### src/include/shadow_cfg.svh
/*
 * Address map and RAM sizing for the Apple II video shadow.
 * Hires covers 2000-5FFF only, 16K per bank; text covers 0400-0BFF
 * with main and aux bytes interleaved in one RAM.
 * RAM widths count 32-bit words.
 */
`ifndef SHADOW_CFG_SVH
`define SHADOW_CFG_SVH

// Soft-switch pages matched against addr[15:4]
`define SW_II_PAGE      12'hC05
`define SW_IIE_PAGE     12'hC00

// Keyboard data and strobe-clear addresses
`define KBD_DATA_ADDR   16'hC000
`define KBD_CLEAR_ADDR  16'hC010

// Shadowed regions of the 6502 address space
`define TEXT_LO         16'h0400
`define TEXT_HI         16'h0BFF
`define HIRES_LO        16'h2000
`define HIRES_HI        16'h5FFF

// Word address widths of the shadow RAMs
`define TEXT_RAM_AW     10
`define HIRES_RAM_AW    12

`endif

### src/source/a2_shadow_pkg.sv
/*
 * Types shared by the shadow memory blocks and their testbench.
 * Switch structs are declared highest switch first, so a cast to
 * logic [7:0] indexes them by soft-switch number.
 */
package a2_shadow_pkg;

    // One sample of the Apple II bus
    typedef struct packed {
        logic [15:0] addr;
        logic [7:0]  data;
        logic        rw_n;
        logic        data_in_strobe;
        logic        phi1_posedge;
        logic        m2sel_n;
        logic        m2b0;
    } a2_bus_t;

    // Original II switches at C050-C05F
    typedef struct packed {
        logic an3;
        logic an2;
        logic an1;
        logic an0;
        logic hires;
        logic page2;
        logic mixed;
        logic text;
    } ii_switches_t;

    // IIe switches written at C000-C00F
    typedef struct packed {
        logic altchar;
        logic col80;
        logic slotc3rom;
        logic altzp;
        logic intcxrom;
        logic ramwrt;
        logic ramrd;
        logic store80;
    } iie_switches_t;

    typedef struct packed {
        logic [7:0] keycode;
        logic       keypress;
    } key_t;

    typedef enum logic [1:0] {
        REGION_NONE  = 2'd0,
        REGION_TEXT  = 2'd1,
        REGION_HIRES = 2'd2
    } shadow_region_e;

    // Write handed from the scheduler to the shadow RAMs
    typedef struct packed {
        shadow_region_e region;
        logic [11:0]    offset;
        logic [1:0]     lane;
        logic           aux;
        logic [7:0]     data;
        logic           valid;
        logic [1:0]     spare;
    } shadow_write_t;

    // Video scanner read request
    typedef struct packed {
        logic [15:0] addr;
        logic        rd;
    } video_req_t;

endpackage

### src/source/keyboard_latch.sv
/*
 * Snoops C000 reads for a fresh keycode and C010 for the strobe clear.
 * A new key is taken only while the latched bit 7 is clear.
 */
`timescale 1ns/1ps
`include "shadow_cfg.svh"

module keyboard_latch
    import a2_shadow_pkg::*;
(
    input  logic    a2bus_if,
    input  logic    rst_n_i,
    input  a2_bus_t bus_i,
    output key_t    key_o
);

    logic [7:0] keycode_r;
    logic       keypress_r;
    logic       read_strobe;

    assign read_strobe = bus_i.rw_n && bus_i.data_in_strobe;

    always_ff @(posedge a2bus_if or negedge rst_n_i) begin
        if (!rst_n_i) begin
            keycode_r  <= 8'h00;
            keypress_r <= 1'b0;
        end else begin
            keypress_r <= 1'b0;
            if (read_strobe && (bus_i.addr == `KBD_DATA_ADDR)) begin
                if (bus_i.data[7] && !keycode_r[7]) begin
                    keycode_r  <= bus_i.data;
                    keypress_r <= 1'b1;
                end
            end else if (bus_i.data_in_strobe && (bus_i.addr == `KBD_CLEAR_ADDR)) begin
                keycode_r[7] <= 1'b0;
            end
        end
    end

    assign key_o = '{keycode: keycode_r, keypress: keypress_r};

endmodule

### config.mk
export PLATFORM = sky130hd
export DESIGN_NAME = keyboard_latch
export DESIGN_NICKNAME = d
export VERILOG_FILES = /design/src/source/a2_shadow_pkg.sv /design/src/source/keyboard_latch.sv
export VERILOG_INCLUDE_DIRS = /design/src /design/src/include
export SDC_FILE = /design/constraint.sdc
export NUM_CORES = 1
export LEC_CHECK = 0
export ABC_AREA = 1
export BUFFER_PORTS_ARGS = -buffer_cell sky130_fd_sc_hd__buf_2
export CAP_MARGIN = 20
export CORE_MARGIN = 4
export CORE_UTILIZATION = 35
export CTS_CLUSTER_SIZE = 24
export DETAILED_ROUTE_END_ITERATION = 12
export GPL_ROUTABILITY_DRIVEN = 1
export HOLD_SLACK_MARGIN = 0.12
export PLACE_DENSITY_LB_ADDON = 0.1
export REMOVE_ABC_BUFFERS = 1
export SLEW_MARGIN = 25
export SYNTH_ARGS = -nofsm -noshare
export SYNTH_HDL_FRONTEND = slang
export SYNTH_SLANG_ARGS = --single-unit
### constraint.sdc
create_clock -name a2bus_if -period 2.7 [get_ports a2bus_if]
set_clock_uncertainty 0.15 [all_clocks]
set_input_delay 0.135 -clock a2bus_if [delete_from_list [all_inputs] [get_ports a2bus_if]]
set_output_delay 0.135 -clock a2bus_if [all_outputs]
set_load 0.05 [all_outputs]
==> impl_metrics.yaml <==
critical_path:
  worstPathArrival_ps: 1890
  slowest_stage: "dlygate4sd3_1"
  critPathCaptureType: "register"
  critPathRequiredTime_ps: 2750
  cp_slowest_stage_delay_ps: 580
  worst-setup-path-type: "input pin to register"
  worstReg2RegEnd: "keycode_r[4]"
  worst_setup_path_start_kind: "input pin"
  r2r-start: "keycode_r[7]"
  reg2regPathDepth: 6
  r2r_slack_ps: 1000
  cp_max_fo: 8
  path_cells: "dlygate4sd3_1 -> buf_2 -> inv_1 -> nand2_1 -> nor2_4 -> nand4_1 -> dlygate4sd3_1 -> nand2_1"
synth:
  synthCells: 56
  synth_seq_cells: 9
  synthDistinctLibCells: 11
  yosysWarnings: 0
  syn-cell-area_um2: 472
  synth_sequential_area_ratio: 0.477
  avgSynthCellArea_um2: 8.42
routing:
  viasPerCell: 4.43
  drtPass1Iterations: 3
  initialDrtViolationCount: 6
  drcViolationCount: 0
  wl_per_cell_um: 9.68
  wirelength_mm: 1.16
  detail-route-antenna-nets: 0
  routed-via-count: 531
grt:
  track_usage: 0.130
  grt_pass1_wl_mm: 1.90
  grt_antenna_before_repair: 0
  grt_pass1_vias: 464
  grt_overflow: 0
  grt_max_degree: 10
power_and_ir_drop:
  p_per_area_nw_per_um2: 349
  p_int_uw: 218
  vdd_drop_max_v: 0.000261
  p_leak_uw: 0.000462
  clkPwrFrac: 0.364
  p_sw_frac: 0.218
  pwr-share-comb: 0.152
  p_switching_uw: 60.8
  seqPwrFrac: 0.484
sta:
  finalHoldViolCount: 0
  setup_viol: 0
  period_needed_ps: 1840
  rsz0062_at_grt: "no"
  drv_slew: 0
  fmax_mhz: 543
  tightest_slew_ps: 417
  maxSlewHeadroom: 0.721
  post-route-period-util: 0.682
  hold_ws_ps: 120
  tns_ps: 0
clock_tree:
  root_buffer: "clkbuf_4"
  cts-resized-gates: 0
  cts_buffers: 3
  cts_max_level: 1
  clkSinkCount: 9
  clock_latency_ps: 260
  cts_tree: "done"
  cts.clk_slew.worst_paths_ps: 60
  holdBufCountCts: 11
  cts.path.max_buffers: 2
  cts_post_setup_buffers_inserted: 0
place:
  io_buffers: 36
  gp_congestion: 0.623
  post-dp-hpwl_um: 871
floorplan:
  die_w_um: 44.7
  rows: 12
  start_util: 0.398
  core_um2: 1190
  num_io_pins: 40
  dieArea_um2: 2000
  die_h_um: 44.7
worst_hold_path:
  min_to: "keycode_r[0]"
  hold_class: "input pin to register"
  hold-path-cell-count: 6
  min_from: "bus_i[18]"
finish:
  area_delta_synth_final_pct: 69.2
  regArea_um2: 225
  fillCellCount: 107
  diodes: 0
  final_nets: 138
  multiInputGateArea_um2: 220
  drive_above_1_share: 0.434
run_status:
  status: "completed"
job:
  max-cap-violations: 0
## metal layers
metal,GRT usage,vias up,wire length [um]
met5,0,-,0
met4,0,0,0
met3,0.0717,0,116
met2,0.215,21,589
met1,0.158,227,456
li1,-,283,-
## cells in the mapped netlist, drive strengths merged
cell / n / area share
inv: 5 / 0.040
nand2: 22 / 0.18
dfrtp: 9 / 0.48
buf: 1 / 0.016
nand4: 7 / 0.093
nand3: 3 / 0.069
nor2: 9 / 0.13
## placed cells by master (no fill, tap or decap)
cell           Yosys  final
nor2_1             4      4
dfrtp_1            9      9
nor2_4             3      3
clkbuf_4           0      3
nand3_4            1      1
inv_1              5      5
buf_2              0     36
nand3_1            1      1
nor2_2             2      2
clkbuf_1           0      1
nand2_1           22     22
dlygate4sd3_1      0     11
nand3_2            1      1
nand4_1            7      7
## cell type report
| class | count | area share |
|---|---|---|
| sequential | 9 | 0.282 |
| clock buffer | 4 | 0.0329 |
| tap | 14 | 0.0219 |
| timing repair buffer | 47 | 0.364 |
| multi-input combinational | 41 | 0.276 |
| inverter | 5 | 0.0235 |
## power groups by stage
| stage | registers, uW | clock network [uW] | logic [uW] |
|---|---|---|---|
| after floorplan | 137 | 0 | 8.82 |
| after global placement | 137 | 0 | 30.8 |
| after detailed placement | 137 | 0 | 31.7 |
| after CTS | 135 | 105 | 42.9 |
| after global routing | 135 | 114 | 47.8 |
| final | 135 | 101 | 42.4 |
## metrics by stage
step                      power, uW  std cells  worst slack, ps   util  instance area [um^2]
after CTS                       283        120              881  0.673                   798
after detailed placement        169        105             1420  0.558                   662
after global routing            297        120              726  0.673                   798
after global placement          168        105             1440  0.558                   662
final                           279        120              858  0.673                   798
after floorplan                 146         55             1280      -                   464
## sequential cells by signal, indices dropped and copies added (netlist names)
| register | flops |
|---|---|
| keypress_r | 1 |
| keycode_r | 8 |
## logic make-up after synthesis
| kind of cell | count (synthesis) | share of synthesized area |
|---|---|---|
| DFF | 9 | 0.477 |
| and+or+nand+nor | 41 | 0.467 |
| buffers and inverters | 6 | 0.0557 |
## worst max-delay path, delay by kind of cell
kind	cells	cell delay [ps]
buffers and inverters	4	1280
and+or+nand+nor	4	490
## worst max-delay path by stage
stage | startpoint | endpoint | slack (ps)
finish | bus_i[17] | keycode_r[4] | 860
global route | bus_i[17] | keycode_r[4] | 730
global placement | keycode_r[7] | keycode_r[5] | 1440
CTS | bus_i[17] | keycode_r[4] | 880
floorplan | keycode_r[7] | keycode_r[0] | 1280
detailed placement | keycode_r[7] | keycode_r[1] | 1420
Power figures use the tool's default switching activity.
