`src/include/shadow_cfg.svh`:
```
/*
 * Address map and RAM sizing for the Apple II video shadow.
 * Hires covers 2000-5FFF only, 16K per bank; text covers 0400-0BFF
 * with main and aux bytes interleaved in one RAM.
 * RAM widths count 32-bit words.
 */
`ifndef SHADOW_CFG_SVH
`define SHADOW_CFG_SVH

// Soft-switch pages matched against addr[15:4]
`define SW_II_PAGE      12'hC05
`define SW_IIE_PAGE     12'hC00

// Keyboard data and strobe-clear addresses
`define KBD_DATA_ADDR   16'hC000
`define KBD_CLEAR_ADDR  16'hC010

// Shadowed regions of the 6502 address space
`define TEXT_LO         16'h0400
`define TEXT_HI         16'h0BFF
`define HIRES_LO        16'h2000
`define HIRES_HI        16'h5FFF

// Word address widths of the shadow RAMs
`define TEXT_RAM_AW     10
`define HIRES_RAM_AW    12

`endif

```
`src/source/a2_shadow_pkg.sv`:
```
/*
 * Types shared by the shadow memory blocks and their testbench.
 * Switch structs are declared highest switch first, so a cast to
 * logic [7:0] indexes them by soft-switch number.
 */
package a2_shadow_pkg;

    // One sample of the Apple II bus
    typedef struct packed {
        logic [15:0] addr;
        logic [7:0]  data;
        logic        rw_n;
        logic        data_in_strobe;
        logic        phi1_posedge;
        logic        m2sel_n;
        logic        m2b0;
    } a2_bus_t;

    // Original II switches at C050-C05F
    typedef struct packed {
        logic an3;
        logic an2;
        logic an1;
        logic an0;
        logic hires;
        logic page2;
        logic mixed;
        logic text;
    } ii_switches_t;

    // IIe switches written at C000-C00F
    typedef struct packed {
        logic altchar;
        logic col80;
        logic slotc3rom;
        logic altzp;
        logic intcxrom;
        logic ramwrt;
        logic ramrd;
        logic store80;
    } iie_switches_t;

    typedef struct packed {
        logic [7:0] keycode;
        logic       keypress;
    } key_t;

    typedef enum logic [1:0] {
        REGION_NONE  = 2'd0,
        REGION_TEXT  = 2'd1,
        REGION_HIRES = 2'd2
    } shadow_region_e;

    // Write handed from the scheduler to the shadow RAMs
    typedef struct packed {
        shadow_region_e region;
        logic [11:0]    offset;
        logic [1:0]     lane;
        logic           aux;
        logic [7:0]     data;
        logic           valid;
        logic [1:0]     spare;
    } shadow_write_t;

    // Video scanner read request
    typedef struct packed {
        logic [15:0] addr;
        logic        rd;
    } video_req_t;

endpackage

```
`src/source/soft_switches.sv`:
```
/*
 * II and IIe soft-switch registers with the aux bank decode.
 * II switches change on any access in C05x, IIe switches only on
 * writes in C00x. aux_mem_o is combinational on the current bus
 * sample; it does not include m2b0.
 */
`timescale 1ns/1ps
`include "shadow_cfg.svh"

module soft_switches
    import a2_shadow_pkg::*;
(
    input  logic          a2bus_if,
    input  logic          rst_n_i,
    input  a2_bus_t       bus_i,
    output ii_switches_t  ii_sw_o,
    output iie_switches_t iie_sw_o,
    output logic          aux_mem_o
);

    logic [7:0] ii_r;
    logic [7:0] iie_r;
    logic       sw_access;
    logic       bus_wr;

    assign sw_access = bus_i.phi1_posedge && !bus_i.m2sel_n;
    assign bus_wr    = !bus_i.rw_n;

    // Odd address sets the switch, even address clears it
    always_ff @(posedge a2bus_if or negedge rst_n_i) begin
        if (!rst_n_i) begin
            // Text mode with AN3 high
            ii_r <= 8'b1000_0001;
        end else if (sw_access && (bus_i.addr[15:4] == `SW_II_PAGE)) begin
            ii_r[bus_i.addr[3:1]] <= bus_i.addr[0];
        end
    end

    always_ff @(posedge a2bus_if or negedge rst_n_i) begin
        if (!rst_n_i) begin
            iie_r <= 8'h00;
        end else if (sw_access && bus_wr && (bus_i.addr[15:4] == `SW_IIE_PAGE)) begin
            iie_r[bus_i.addr[3:1]] <= bus_i.addr[0];
        end
    end

    assign ii_sw_o  = ii_switches_t'(ii_r);
    assign iie_sw_o = iie_switches_t'(iie_r);

    // Bank decode by page
    always_comb begin
        if ((bus_i.addr[15:9] == 7'b0000000) || (bus_i.addr[15:14] == 2'b11)) begin
            // Zero page, stack and the C0-FF space
            aux_mem_o = iie_sw_o.altzp;
        end else if (bus_i.addr[15:10] == 6'b000001) begin
            // Text page 1
            aux_mem_o = iie_sw_o.store80 ? ii_sw_o.page2 : (iie_sw_o.ramwrt && bus_wr);
        end else if (bus_i.addr[15:13] == 3'b001) begin
            // Hires page 1, follows page2 only with store80 and hires
            if (iie_sw_o.store80 && ii_sw_o.hires) begin
                aux_mem_o = ii_sw_o.page2;
            end else begin
                aux_mem_o = iie_sw_o.ramwrt && bus_wr;
            end
        end else begin
            aux_mem_o = iie_sw_o.ramwrt && bus_wr;
        end
    end

    // A IIe switch can only move after a write cycle on the bus
    a_iie_on_write: assert property (
        @(posedge a2bus_if) disable iff (!rst_n_i)
        (iie_r != $past(iie_r)) |-> $past(bus_wr && sw_access)
    );

endmodule

```
`config.mk`:
```
export PLATFORM = sky130hd
export DESIGN_NAME = soft_switches
export DESIGN_NICKNAME = d
export VERILOG_FILES = /design/src/source/a2_shadow_pkg.sv /design/src/source/soft_switches.sv
export VERILOG_INCLUDE_DIRS = /design/src /design/src/include
export SDC_FILE = /design/constraint.sdc
export NUM_CORES = 1
export LEC_CHECK = 0
export ABC_AREA = 0
export BUFFER_PORTS_ARGS = -buffer_cell sky130_fd_sc_hd__buf_2
export CORE_MARGIN = 3
export CORE_UTILIZATION = 40
export CTS_CLUSTER_SIZE = 14
export DETAILED_ROUTE_END_ITERATION = 8
export GPL_TIMING_DRIVEN = 0
export PLACE_DENSITY = 0.72
export SETUP_SLACK_MARGIN = 0.1
export SKIP_CTS_REPAIR_TIMING = 1
export SYNTH_ARGS = -nofsm -noshare
export SYNTH_HDL_FRONTEND = slang
export SYNTH_SLANG_ARGS = --single-unit
```
`constraint.sdc`:
```
create_clock -name a2bus_if -period 1.6 [get_ports a2bus_if]
set_input_delay 0.08 -clock a2bus_if [delete_from_list [all_inputs] [get_ports a2bus_if]]
set_output_delay 0.08 -clock a2bus_if [all_outputs]
set_load 0.01 [all_outputs]
```
==> results.yml <==
drt:
  drtPass1Iterations: 4
  ant_nets: 0
  vias: 845
  routed_wl_microns: 2420
  routed_via_density: 5.49
  drc_errors: 0
  drt-initial-drc-count: 4
  wl_per_cell_microns: 15.7
placement:
  port_buffers: 37
  hpwl_microns: 1660
  gp_routability_congestion: 0.768
pwr:
  ir_drop_v: 0.000433
  p_int_uw: 534
  seqPwrFrac_pct: 56.3
  clkPwrFrac_pct: 29.6
  p_sw_share_pct: 25.6
  p_leak_nw: 0.663
  comb_power_share_pct: 14.1
  switching_power_uw: 184
  p_total_uw: 718
  power_density_nw_per_um2: 538
clock_network:
  cts_tree: "done"
  clock_sinks: 16
  htreeDepth: 1
  insertion_delay_ps: 290
  clk_pin_slew_worst_paths_ps: 90
  clockBufferDepth: 2
  cts_buffers: 3
  cts_root_buf: "clkbuf_4"
floorplan:
  start_util_pct: 44.5
  coreArea_sq_um: 2060
  die_w_microns: 53.9
  pin_count: 48
  die_y_microns: 53.9
  die-area_sq_um: 2900
  row_count: 16
cells_and_area:
  finalNetCount: 160
  nFillCells: 182
  drive_above_1_share_pct: 59.1
  final_core_util_pct: 64.7
  mostFrequentLayoutCell: "buf_2"
  synthToLayoutAreaGrowth_pct: 45.6
  antenna_cells: 0
  mostFrequentLayoutCells: "buf_2, dfrtp_1, mux2_4"
sta:
  timing.fmax_ghz: 0.544
  tightest_slew_ps: 607
  fin_crit_ps: 1840
  drv_slew: 0
  fin_crit_sh_pct: 115
  fin_setup_tns_ps: -471
  setup_violations: 5
  relSlewSlack_pct: 59.6
  fin_skew_ps: 0
  rsz0062_at_grt: "true"
  hold_violations: 0
  setup_slack_ps: -240
logic_synthesis:
  syn_avg_cell_area_sq_um: 11.0
  synth_cell_types: 30
  netlist_instances: 83
  yosysSeqAreaShare_pct: 43.9
  synth_edf_count: 0
  synth_fp_nets: 114
  ys_warn_count: 0
  synth_top_flop_cell: "dfrtp_1"
  synth-async-reset-ratio_pct: 100
  ys_ff_latch: 16
  synth_area_sq_um: 917
global_route:
  gr-usage-all-layers_pct: 16.1
  grt_pass1_wl_microns: 3370
  grt-ovfl-total: 0
  grt_max_degree: 17
  grt_pass1_vias: 819
  antenna_found_initial: 0
worst_hold_path:
  hold_class: "in -> reg"
outcome:
  violations: "setup timing"
  status: "finished, violations left"
critical_path:
  crit_top_cell: "mux2_4"
  critical_path_class: "reg -> out"
  end_kind: "output port"
  worstPathArrival_ps: 1760
  crit_fanout: 3
  critPathSlowestCell: "dfrtp_1"
  critical_path_required_ps: 1520
  start_kind: "register"
  slowest_delay_ps: 410
  crit_path_cell_trace: "and2_1 -> o211ai_1 -> mux2_4 -> mux2_4 -> buf_6"
flow_run:
  cap_violations: 0
[path summary, 6_finish.rpt]
| kind | from | end | slack [ps] | depth (start not counted) |
|---|---|---|---|---|
| min in group asynchronous | rst_n_i | ii_sw_o[4]$_DFFE_PN0P_ | 220 | 2 |
| min | bus_i[13] | iie_sw_o[0]$_DFFE_PN0P_ | 90 | 2 |
| min reg2reg | ii_sw_o[6]$_DFFE_PN0P_ | ii_sw_o[6]$_DFFE_PN0P_ | 510 | 1 |
| max | ii_sw_o[3]$_DFFE_PN0P_ | aux_mem_o | -240 | 5 |
| max reg2reg | iie_sw_o[0]$_DFFE_PN0P_ | iie_sw_o[0]$_DFFE_PN0P_ | 810 | 1 |
| max in group asynchronous | rst_n_i | ii_sw_o[7]$_DFFE_PN1P_ | 1070 | 2 |
[Yosys cell counts (all sizes together) (2+ instances only)]
library cell / instances / area (sq um)
dfrtp: 14 / 350
nor3: 2 / 20.0
mux2: 15 / 169
o21ai: 4 / 20.0
nor4: 2 / 33.8
nand3: 3 / 15.0
nor2: 7 / 26.3
nand2: 8 / 30.0
or4: 3 / 26.3
dfstp: 2 / 52.6
clkbuf: 4 / 15.0
nor4b: 2 / 23.8
nand3b: 2 / 15.0
o31ai: 3 / 22.5
[kinds of logic (layout without fill, tap and decap cells)]
logic type / count (synthesis) / in the layout / synth area share [%]
muxes: 15 / 15 / 18.4
DFF: 16 / 16 / 43.9
AOI/OAI and AO/OA: 8 / 8 / 5.46
and+or+nand+nor: 38 / 38 / 28.9
buffers and inverters: 6 / 50 / 3.27
[registers in the layout (all words and copies together), names as in the netlist]
name and count:
iie_sw_o 8, ii_sw_o 8
[layout make-up]
type                       count  area [sq um]  area share [%]
buffer                         5          30.0            2.25
clock buffer                   3          22.5            1.69
inverter                       1          3.75           0.281
multi-input combinational     61           592            44.3
sequential                    16           403            30.2
tap                           27          33.8            2.53
timing repair buffer          41           250            18.7
[power by group through the flow]
stage / Clock [mW] / Combinational, mW / Sequential (mW)
finish: 0.212 / 0.101 / 0.404
global route: 0.238 / 0.111 / 0.405
global placement: 0 / 0.0789 / 0.412
detailed placement: 0 / 0.0818 / 0.412
floorplan: 0 / 0.0360 / 0.412
CTS: 0.213 / 0.0818 / 0.404
[per-layer routing]
metal  track usage, %  wire length [microns]  up-vias
li1                 -                      -      394
met1             19.2                    982      412
met2             27.8                   1210       34
met3             1.94                    175        5
met4             8.51                     42        0
met5                0                      0        -
[stage by stage]
stage	cells	setup WS, ps	hold WS (ps)	area (sq um)
2_1_floorplan	83	-210	-216	926
3_3_place_gp	147	-362	7.42	1140
3_5_place_dp	147	-384	11.7	1140
4_1_cts	150	-238	-300	1170
5_1_grt	154	-296	95.7	1340
6_report	154	-240	91.9	1340
[worst max-delay path: cells and delay by family, from the launching register on]
family / cells / cell delay [ps]
flip-flops: 1 / 410
multiplexers: 2 / 590
AO/OA/AOI/OAI: 1 / 200
buffers and inverters: 1 / 120
AND/OR/NAND/NOR: 1 / 150
(Power assumes the default switching activity.)
