## config.mk

```make
export PLATFORM = sky130hd
export DESIGN_NAME = write_scheduler
export DESIGN_NICKNAME = d
export VERILOG_FILES = /design/src/source/a2_shadow_pkg.sv /design/src/source/write_scheduler.sv
export VERILOG_INCLUDE_DIRS = /design/src /design/src/include
export SDC_FILE = /design/constraint.sdc
export NUM_CORES = 1
export LEC_CHECK = 0
export BUFFER_PORTS_ARGS = -buffer_cell sky130_fd_sc_hd__buf_2
export CAP_MARGIN = 30
export CELL_PAD_IN_SITES_DETAIL_PLACEMENT = 0
export CELL_PAD_IN_SITES_GLOBAL_PLACEMENT = 1
export CORE_ASPECT_RATIO = 2
export CORE_MARGIN = 2
export CORE_UTILIZATION = 30
export CTS_CLUSTER_DIAMETER = 200
export DETAILED_ROUTE_END_ITERATION = 7
export GPL_TIMING_DRIVEN = 1
export PLACE_DENSITY_LB_ADDON = 0.3
export SYNTH_ARGS = -nofsm -noshare
export SYNTH_HDL_FRONTEND = slang
export SYNTH_SLANG_ARGS = --single-unit
```

## constraint.sdc

```tcl
create_clock -name a2bus_if -period 1.51 [get_ports a2bus_if]
set_clock_uncertainty 0.05 [all_clocks]
set_input_delay 0.3775 -clock a2bus_if [delete_from_list [all_inputs] [get_ports a2bus_if]]
set_output_delay 0.3775 -clock a2bus_if [all_outputs]
set_load 0.02 [all_outputs]
```

## src/include/shadow_cfg.svh

```systemverilog
/*
 * Address map and RAM sizing for the Apple II video shadow.
 * Hires covers 2000-5FFF only, 16K per bank; text covers 0400-0BFF
 * with main and aux bytes interleaved in one RAM.
 * RAM widths count 32-bit words.
 */
`ifndef SHADOW_CFG_SVH
`define SHADOW_CFG_SVH

// Soft-switch pages matched against addr[15:4]
`define SW_II_PAGE      12'hC05
`define SW_IIE_PAGE     12'hC00

// Keyboard data and strobe-clear addresses
`define KBD_DATA_ADDR   16'hC000
`define KBD_CLEAR_ADDR  16'hC010

// Shadowed regions of the 6502 address space
`define TEXT_LO         16'h0400
`define TEXT_HI         16'h0BFF
`define HIRES_LO        16'h2000
`define HIRES_HI        16'h5FFF

// Word address widths of the shadow RAMs
`define TEXT_RAM_AW     10
`define HIRES_RAM_AW    12

`endif

```

## src/source/a2_shadow_pkg.sv

```systemverilog
/*
 * Types shared by the shadow memory blocks and their testbench.
 * Switch structs are declared highest switch first, so a cast to
 * logic [7:0] indexes them by soft-switch number.
 */
package a2_shadow_pkg;

    // One sample of the Apple II bus
    typedef struct packed {
        logic [15:0] addr;
        logic [7:0]  data;
        logic        rw_n;
        logic        data_in_strobe;
        logic        phi1_posedge;
        logic        m2sel_n;
        logic        m2b0;
    } a2_bus_t;

    // Original II switches at C050-C05F
    typedef struct packed {
        logic an3;
        logic an2;
        logic an1;
        logic an0;
        logic hires;
        logic page2;
        logic mixed;
        logic text;
    } ii_switches_t;

    // IIe switches written at C000-C00F
    typedef struct packed {
        logic altchar;
        logic col80;
        logic slotc3rom;
        logic altzp;
        logic intcxrom;
        logic ramwrt;
        logic ramrd;
        logic store80;
    } iie_switches_t;

    typedef struct packed {
        logic [7:0] keycode;
        logic       keypress;
    } key_t;

    typedef enum logic [1:0] {
        REGION_NONE  = 2'd0,
        REGION_TEXT  = 2'd1,
        REGION_HIRES = 2'd2
    } shadow_region_e;

    // Write handed from the scheduler to the shadow RAMs
    typedef struct packed {
        shadow_region_e region;
        logic [11:0]    offset;
        logic [1:0]     lane;
        logic           aux;
        logic [7:0]     data;
        logic           valid;
        logic [1:0]     spare;
    } shadow_write_t;

    // Video scanner read request
    typedef struct packed {
        logic [15:0] addr;
        logic        rd;
    } video_req_t;

endpackage

```

## src/source/write_scheduler.sv

```systemverilog
/*
 * Captures bus writes into the shadow regions and holds them until
 * the video scanner is not reading. One write can be pending; the
 * bus must not strobe another shadow write before it commits.
 * wr_o.valid is combinational on video_rd_i.
 */
`timescale 1ns/1ps
`include "shadow_cfg.svh"

module write_scheduler
    import a2_shadow_pkg::*;
(
    input  logic          a2bus_if,
    input  logic          rst_n_i,
    input  a2_bus_t       bus_i,
    input  logic          aux_mem_i,
    input  logic          video_rd_i,
    output shadow_write_t wr_o
);

    shadow_region_e            region_d;
    logic [`TEXT_RAM_AW-1:0]   text_off;
    logic [`HIRES_RAM_AW-1:0]  hires_off;
    logic [15:0]               hires_rel;
    logic                      bank_aux;
    logic                      shadow_strobe;

    // Pending write
    logic                      pending_q;
    shadow_region_e            region_q;
    logic [11:0]               offset_q;
    logic [1:0]                lane_q;
    logic                      aux_q;
    logic [7:0]                data_q;

    assign bank_aux = aux_mem_i || bus_i.m2b0;

    always_comb begin
        region_d = REGION_NONE;
        if ((bus_i.addr >= `TEXT_LO) && (bus_i.addr <= `TEXT_HI)) begin
            region_d = REGION_TEXT;
        end else if ((bus_i.addr >= `HIRES_LO) && (bus_i.addr <= `HIRES_HI)) begin
            region_d = REGION_HIRES;
        end
    end

    // Text words hold two columns, each as a main/aux byte pair
    assign text_off  = {!bus_i.addr[10], bus_i.addr[9:1]};
    assign hires_rel = bus_i.addr - `HIRES_LO;
    assign hires_off = hires_rel[`HIRES_RAM_AW+1:2];

    assign shadow_strobe = bus_i.data_in_strobe && !bus_i.rw_n && (region_d != REGION_NONE);

    always_ff @(posedge a2bus_if or negedge rst_n_i) begin
        if (!rst_n_i) begin
            pending_q <= 1'b0;
        end else if (shadow_strobe) begin
            pending_q <= 1'b1;
        end else if (!video_rd_i) begin
            pending_q <= 1'b0;
        end
    end

    always_ff @(posedge a2bus_if) begin
        if (shadow_strobe) begin
            region_q <= region_d;
            aux_q    <= bank_aux;
            data_q   <= bus_i.data;
            if (region_d == REGION_TEXT) begin
                offset_q <= 12'(text_off);
                lane_q   <= {bus_i.addr[0], bank_aux};
            end else begin
                offset_q <= hires_off;
                lane_q   <= hires_rel[1:0];
            end
        end
    end

    assign wr_o = '{region: region_q, offset: offset_q, lane: lane_q, aux: aux_q,
                    data: data_q, valid: pending_q && !video_rd_i, spare: 2'b00};

    a_single_pending: assert property (
        @(posedge a2bus_if) disable iff (!rst_n_i)
        pending_q |-> !shadow_strobe
    );

endmodule

```

==> results of run 1 <==
[metal layers]
metal	vias to the layer above	global-route usage, %	wire length [um]	part of all wire, %
li1	333	-	-	-
met1	313	8.432	591	32
met2	29	16.92	1056	57
met3	4	2.626	144	7.8
met4	0	7.013	49	2.7
met5	-	0	0	0
[critical path: stages]
cell,delay [ps]
buf_2,120
nor4_4,320
buf_4,160
a22oi_2,80
nor2_4,110
buf_12,180
[worst max-delay path by stage]
stage              start           to  slack, ps
2_1_floorplan  bus_i[27]        aux_q       -180
3_3_place_gp   bus_i[27]    data_q[1]       -210
3_5_place_dp   bus_i[27]    data_q[5]       -230
4_1_cts        bus_i[27]    data_q[6]         60
5_1_grt        bus_i[27]  offset_q[8]         30
6_report       bus_i[27]  region_q[1]         60
[flip-flops by register name, summed over array words and instances (netlist names)]
register	count
aux_q	1
data_q	8
pending_q	1
offset_q	12
region_q	2
lane_q	2
[cells by family after synthesis]
logic type,Yosys count,synth area share (%)
xor+xnor,2,1.621
mux,11,14.58
compound gates,3,1.620
other cells,1,0.3469
flops,26,71.76
buf+inv,8,4.514
simple gates,8,5.557
[stage by stage]
step                setup WS (ps)  setup TNS [ps]  utilization (%)  power, uW
floorplan                  -184.5           -5117                -      956.8
global placement           -207.6           -6985            42.93       1040
detailed placement         -227.5           -7619            42.93       1045
CTS                         64.70               0            45.31       1615
global route                31.15               0            45.31       1659
finish                      63.19               0            45.31       1592
[cell usage after synthesis (2+ instances only)]
library cell	n
clkbuf_1	2
xor2_1	2
inv_1	2
edfxtp_1	25
mux2_4	9
buf_4	3
mux2_2	2
[where the power goes]
| part | internal, uW | switching (uW) | total, uW |
|---|---|---|---|
| Combinational | 94.0 | 101 | 195 |
| Sequential | 825 | 6.57 | 831 |
| Clock | 354 | 211 | 565 |
| Total | 1270 | 319 | 1590 |
[placed cells by master, fill, tap and decap left out, types with 2 or more instances in the layout]
cell type | Yosys | final
mux2_2 | 2 | 2
xor2_1 | 2 | 2
edfxtp_1 | 25 | 25
buf_4 | 3 | 4
mux2_4 | 9 | 9
clkbuf_8 | 0 | 3
inv_1 | 2 | 2
conb_1 | 1 | 2
buf_2 | 0 | 56
buf_12 | 0 | 2
[area by class of cell]
type	instances	area [um2]
Fill cell	316	1868
Inverter	2	7.507
Tap cell	48	60.06
Multi-Input combinational cell	26	272.8
Timing Repair Buffer	63	360.3
Clock inverter	1	30.03
Clock buffer	3	41.29
Sequential cell	26	775.7
[timing repair]
| item | CTS | global route |
|---|---|---|
| gates resized for setup | 0 | 0 |
| endpoints found under the hold margin | 1 | 0 |
| setup endpoints to repair | 0 | 0 |
| hold buffers | 1 | 0 |
==> results.md, run 1 <==
- Status: complete, no violations
- CTS tree: done
- Crit path kind: in -> reg
- Min Tclk post-route: ~1400 ps
- Peak VDD IR: ~0.43 mV
- CTS root buf: clkbuf_8
- CP startpoint kind: input pin
- Max-cap violation count: 0
- Top-area cell type share of the netlist area: 69.44%
- RR Endpoint: pending_q
- Die Area: 4129 um2
- I/O Buffers: 56
- Nets@finish: 155
- CTS Buf Count: 3
- Clock Tree Buf Depth: 2
- Hold Fails Final Rpt: 0
- RSZ-0062 raised after global routing: no
- Pwr/cell area: 1028 nW/um2
- Post-DRT Antenna Nets: 0
- Crit-path max FO: 25
- Endpoint of the worst hold path: data_q[4]
- Worst skew pair latency: 270 ps
- Clock-pin slew on the worst setup and hold paths: 90 ps
- Synth Area per Inst: 18.32 um2
- Mapped Cells: 59
- Fin. max-slew vios: 0
- Final number of setup-violating endpoints: 0
- Core Area: 3416 um2
- Largest cells by area after synthesis: edfxtp_1, mux2_4, dfrtp_1, buf_4, mux2_2
- Htree depth: 1
- Clock sink total: 26
- Die width: 46.45 um
- P_leak: 0.0006848 uW
- EDFF count, synth: 25
- Detailed Place HPWL: 1.478 mm
- Design area: roughly 1500 um2
- Async set or reset register ratio after synthesis: 3.846%
- R2R Setup Slk: 840 ps
- Area grow syn2layout: 43.17%
- Yosys reg bits: 26
- Ant diodes: 0
- Ys Warns: 0
- Non-Filler Instances: 169
- Seq/Total Area, Yosys: 71.76%
- Drt total wl: 1.842 mm
- FF-to-FF path depth: 2
- Crit path DAT: 1370 ps
- Detailed Route Iter0 Violations: 19
- Worst hold start: bus_i[9]
- Die H: 88.89 um
- Initial Util: 31.65%
- IO Count: 61
- HP Class: in -> reg
- Initial antenna violation count: 0
- CP required: approximately 1400 ps
- Wire length per cell: 10.90 um
- Area post-placement: 1466 um2
- Gr usage total: 9.516%
- Gpl congestion: 0.6344
- CP endpoint kind: flop
- Final Cycle Share: 95.82%
- Dominant cell type by area after synthesis: edfxtp_1
- Worst Hold Depth: 1
- Drt pass-1 iters: 3
- Share of cells above drive strength 1: 67.77%
- Max Clock Freq: 691.2 MHz
- Post-synthesis cell type count: 21
- Worst hold slack: 225.6 ps
- GR Overflow Total: 0
- Routed vias/inst: approximately 4
- Largest net degree at the start of global routing: 26
- Post-synthesis cell area: 1081 um2
- Post-CTS setup repair buffer count: 0
- Placed Cells: 164
- Top_reg_cell synth: edfxtp_1
- Remaining DRCs: 0
- Vias in the first global route: approximately 700
- Global-route wire length before repair: between 2 and 3 mm
- R2r startpoint: pending_q
- Row Count: 30
- Vias: 679
No activity file was read; power rests on OpenSTA's default activity.
==> run 2: changes to the inputs <==
Settings changed: SETUP_SLACK_MARGIN from default to 0.5.
Clock period 1.51 ns to 1.24 ns, I/O delays scaled along.
==> run 2 against run 1 <==
- the run now ends with setup timing left
- core utilization increased by 6.6 points
- final area increased by 15%
- routed wire length increased by 9.1%
- sequential power increased by 23%
- critical path depth unchanged
- via count increased by 2.9%
- worst hold slack got worse by 56 ps
- critical path type unchanged
- critical endpoint is now lane_q[1]
- largest cell class unchanged
==> results.md, run 2 (synthesized netlist as in run 1, its figures left out) <==
- CP startpoint kind: input pin
- Peak VDD IR: 0.5205 mV (+20%)
- FF-to-FF path depth: 2 (unchanged)
- CTS tree: done
- Vias: 699 (+2.9%)
- Fin util: 51.90% (+6.6 points)
- Crit path kind: in -> reg
- Worst hold start: bus_i[6]
- Ant diodes: 0 (unchanged)
- Wire length per cell: 11.62 um (+6.6%)
- Initial antenna violation count: 0 (unchanged)
- HP Class: in -> reg
- Max FFs per register: 12 (unchanged)
- Final number of setup-violating endpoints: 37 (+37)
- Hold Fails Final Rpt: 0 (unchanged)
- CTS root buf: clkbuf_8
- Area grow syn2layout: 64.00%
- Fin. max-slew vios: 0 (unchanged)
- Worst skew pair latency: 260 ps (about the same)
- Vias in the first global route: 716 (+3.0%)
- Core Area: 3416 um2 (unchanged)
- Nets@finish: 159 (+2.6%)
- Sum Neg Setup Slack: -5040 ps (-5040 ps)
- Top Registers: offset_q: 12 flops, data_q: 8 flops
- Min Tclk post-route: 1402 ps
- Pwr Total: 1791 uW (+13%)
- Final worst setup slack: -162.1 ps (-225.3 ps)
- P_leak: 0.0007623 uW (+11%)
- Gr usage total: 10.47% (+0.96 points)
- Global-route wire length before repair: 2.987 mm (+9.6%)
- Clock sink total: 26 (unchanged)
- Worst hold slack: 169.7 ps (-55.97 ps)
- Failing checks: setup timing
- RR Endpoint: pending_q
- Worst Hold Depth: 1 (unchanged)
- Row Count: 30 (unchanged)
- Htree depth: 1 (unchanged)
- Die width: 46.45 um (unchanged)
- Post-DRT Antenna Nets: 0 (unchanged)
- Detailed Route Iter0 Violations: 5 (-14)
- Max-cap violation count: 0 (unchanged)
- Final Cycle Share: 113.1%
- I/O Buffers: 56 (unchanged)
- Remaining DRCs: 0 (unchanged)
- Max Clock Freq: 713.2 MHz
- Initial Util: 31.65% (unchanged)
- CTS Buf Count: 3 (unchanged)
- RSZ-0062 raised after global routing: yes
- GR Overflow Total: 0 (unchanged)
- IO Count: 61 (unchanged)
- Clock Tree Buf Depth: 2 (unchanged)
- Endpoint of the worst hold path: data_q[1]
- Setup WS pre-CTS: -435.3 ps (-207.9 ps)
- Share of cells above drive strength 1: 71.20% (+3.4 points)
- CP required: 1170 ps (-270 ps)
- Die Area: 4129 um2 (unchanged)
- Drt total wl: 2.010 mm (+9.1%)
- Crit path DAT: 1330 ps (-40 ps)
- Gpl congestion: 0.6399 (+0.87%)
- Drt pass-1 iters: 4 (+1)
- Routed vias/inst: 4.040 (+0.57%)
- Pwr/cell area: 1010 nW/um2 (-1.8%)
- R2r startpoint: pending_q
- Status: complete, but fails checks
- Fillers: 314 (-0.63%)
- Clock-pin slew on the worst setup and hold paths: 80 ps (about the same)
- Largest net degree at the start of global routing: 22 (-15%)
- Crit-path max FO: 21 (-16%)
- Reg with most FFs: offset_q
- Die H: 88.89 um (unchanged)
- R2R Setup Slk: 540 ps (-300 ps)
- Most frequent cells in the layout: buf_6, buf_2, edfxtp_1, mux2_4, buf_4
- CP endpoint kind: flop
- Commonest non-fill, non-tap cell in the layout: buf_6
- Detailed Place HPWL: 1.627 mm (+10%)
## run 2: worst max path at each step
stage / start / end / slack, ps / cells after the start
3_3_place_gp: bus_i[27] / aux_q / -390 / 6
6_report: bus_i[27] / lane_q[1] / -160 / 6
4_1_cts: bus_i[27] / lane_q[0] / -130 / 6
3_5_place_dp: bus_i[27] / lane_q[0] / -440 / 6
5_1_grt: bus_i[27] / lane_q[1] / -190 / 6
2_1_floorplan: bus_i[27] / aux_q / -390 / 3
## run 2: final cells by class
cell class	instances	area, um2	area share, %
Sequential cell	26	775.7	43.75
Timing Repair Buffer	67	583.1	32.89
Multi-Input combinational cell	26	301.5	17.01
Tap cell	48	60.06	3.387
Clock buffer	3	41.29	2.329
Inverter	2	7.507	0.4234
Clock inverter	1	3.754	0.2117
## run 2: power by group
| group | internal (uW) | leakage (uW) | switching, uW |
|---|---|---|---|
| clock | 221 | 0.0000231 | 240 |
| sequential | 1010 | 0.000239 | 15.5 |
| combinational | 175 | 0.000500 | 134 |
## run 2: timing repair
item	4_1_cts	5_1_grt
hold endpoints to repair	1	0
pin swaps	3	0
buffers inserted	2	0
resized for setup	62	0
endpoints found under the setup margin	66	66
hold buffers	1	0
## run 2: critical path, cell delays in order
cell and delay (ps):
buf_6 100, nor4_4 340, buf_4 170, a22oi_2 90, nor2_4 140, buf_12 180
## run 2: layer usage
layer	part of all wire, %	vias up	wire [um]	track usage (%)
li1	-	337	-	-
met1	28	321	569	8.684
met2	62	35	1255	19.57
met3	6.0	6	121	2.222
met4	3.2	0	64	7.792
met5	0	-	0	0
## run 2: per-stage QoR
step	cell area, um2	cells
5_1_grt	1773	173
2_1_floorplan	1107	60
6_report	1773	173
3_5_place_dp	1491	166
4_1_cts	1773	173
3_3_place_gp	1491	166
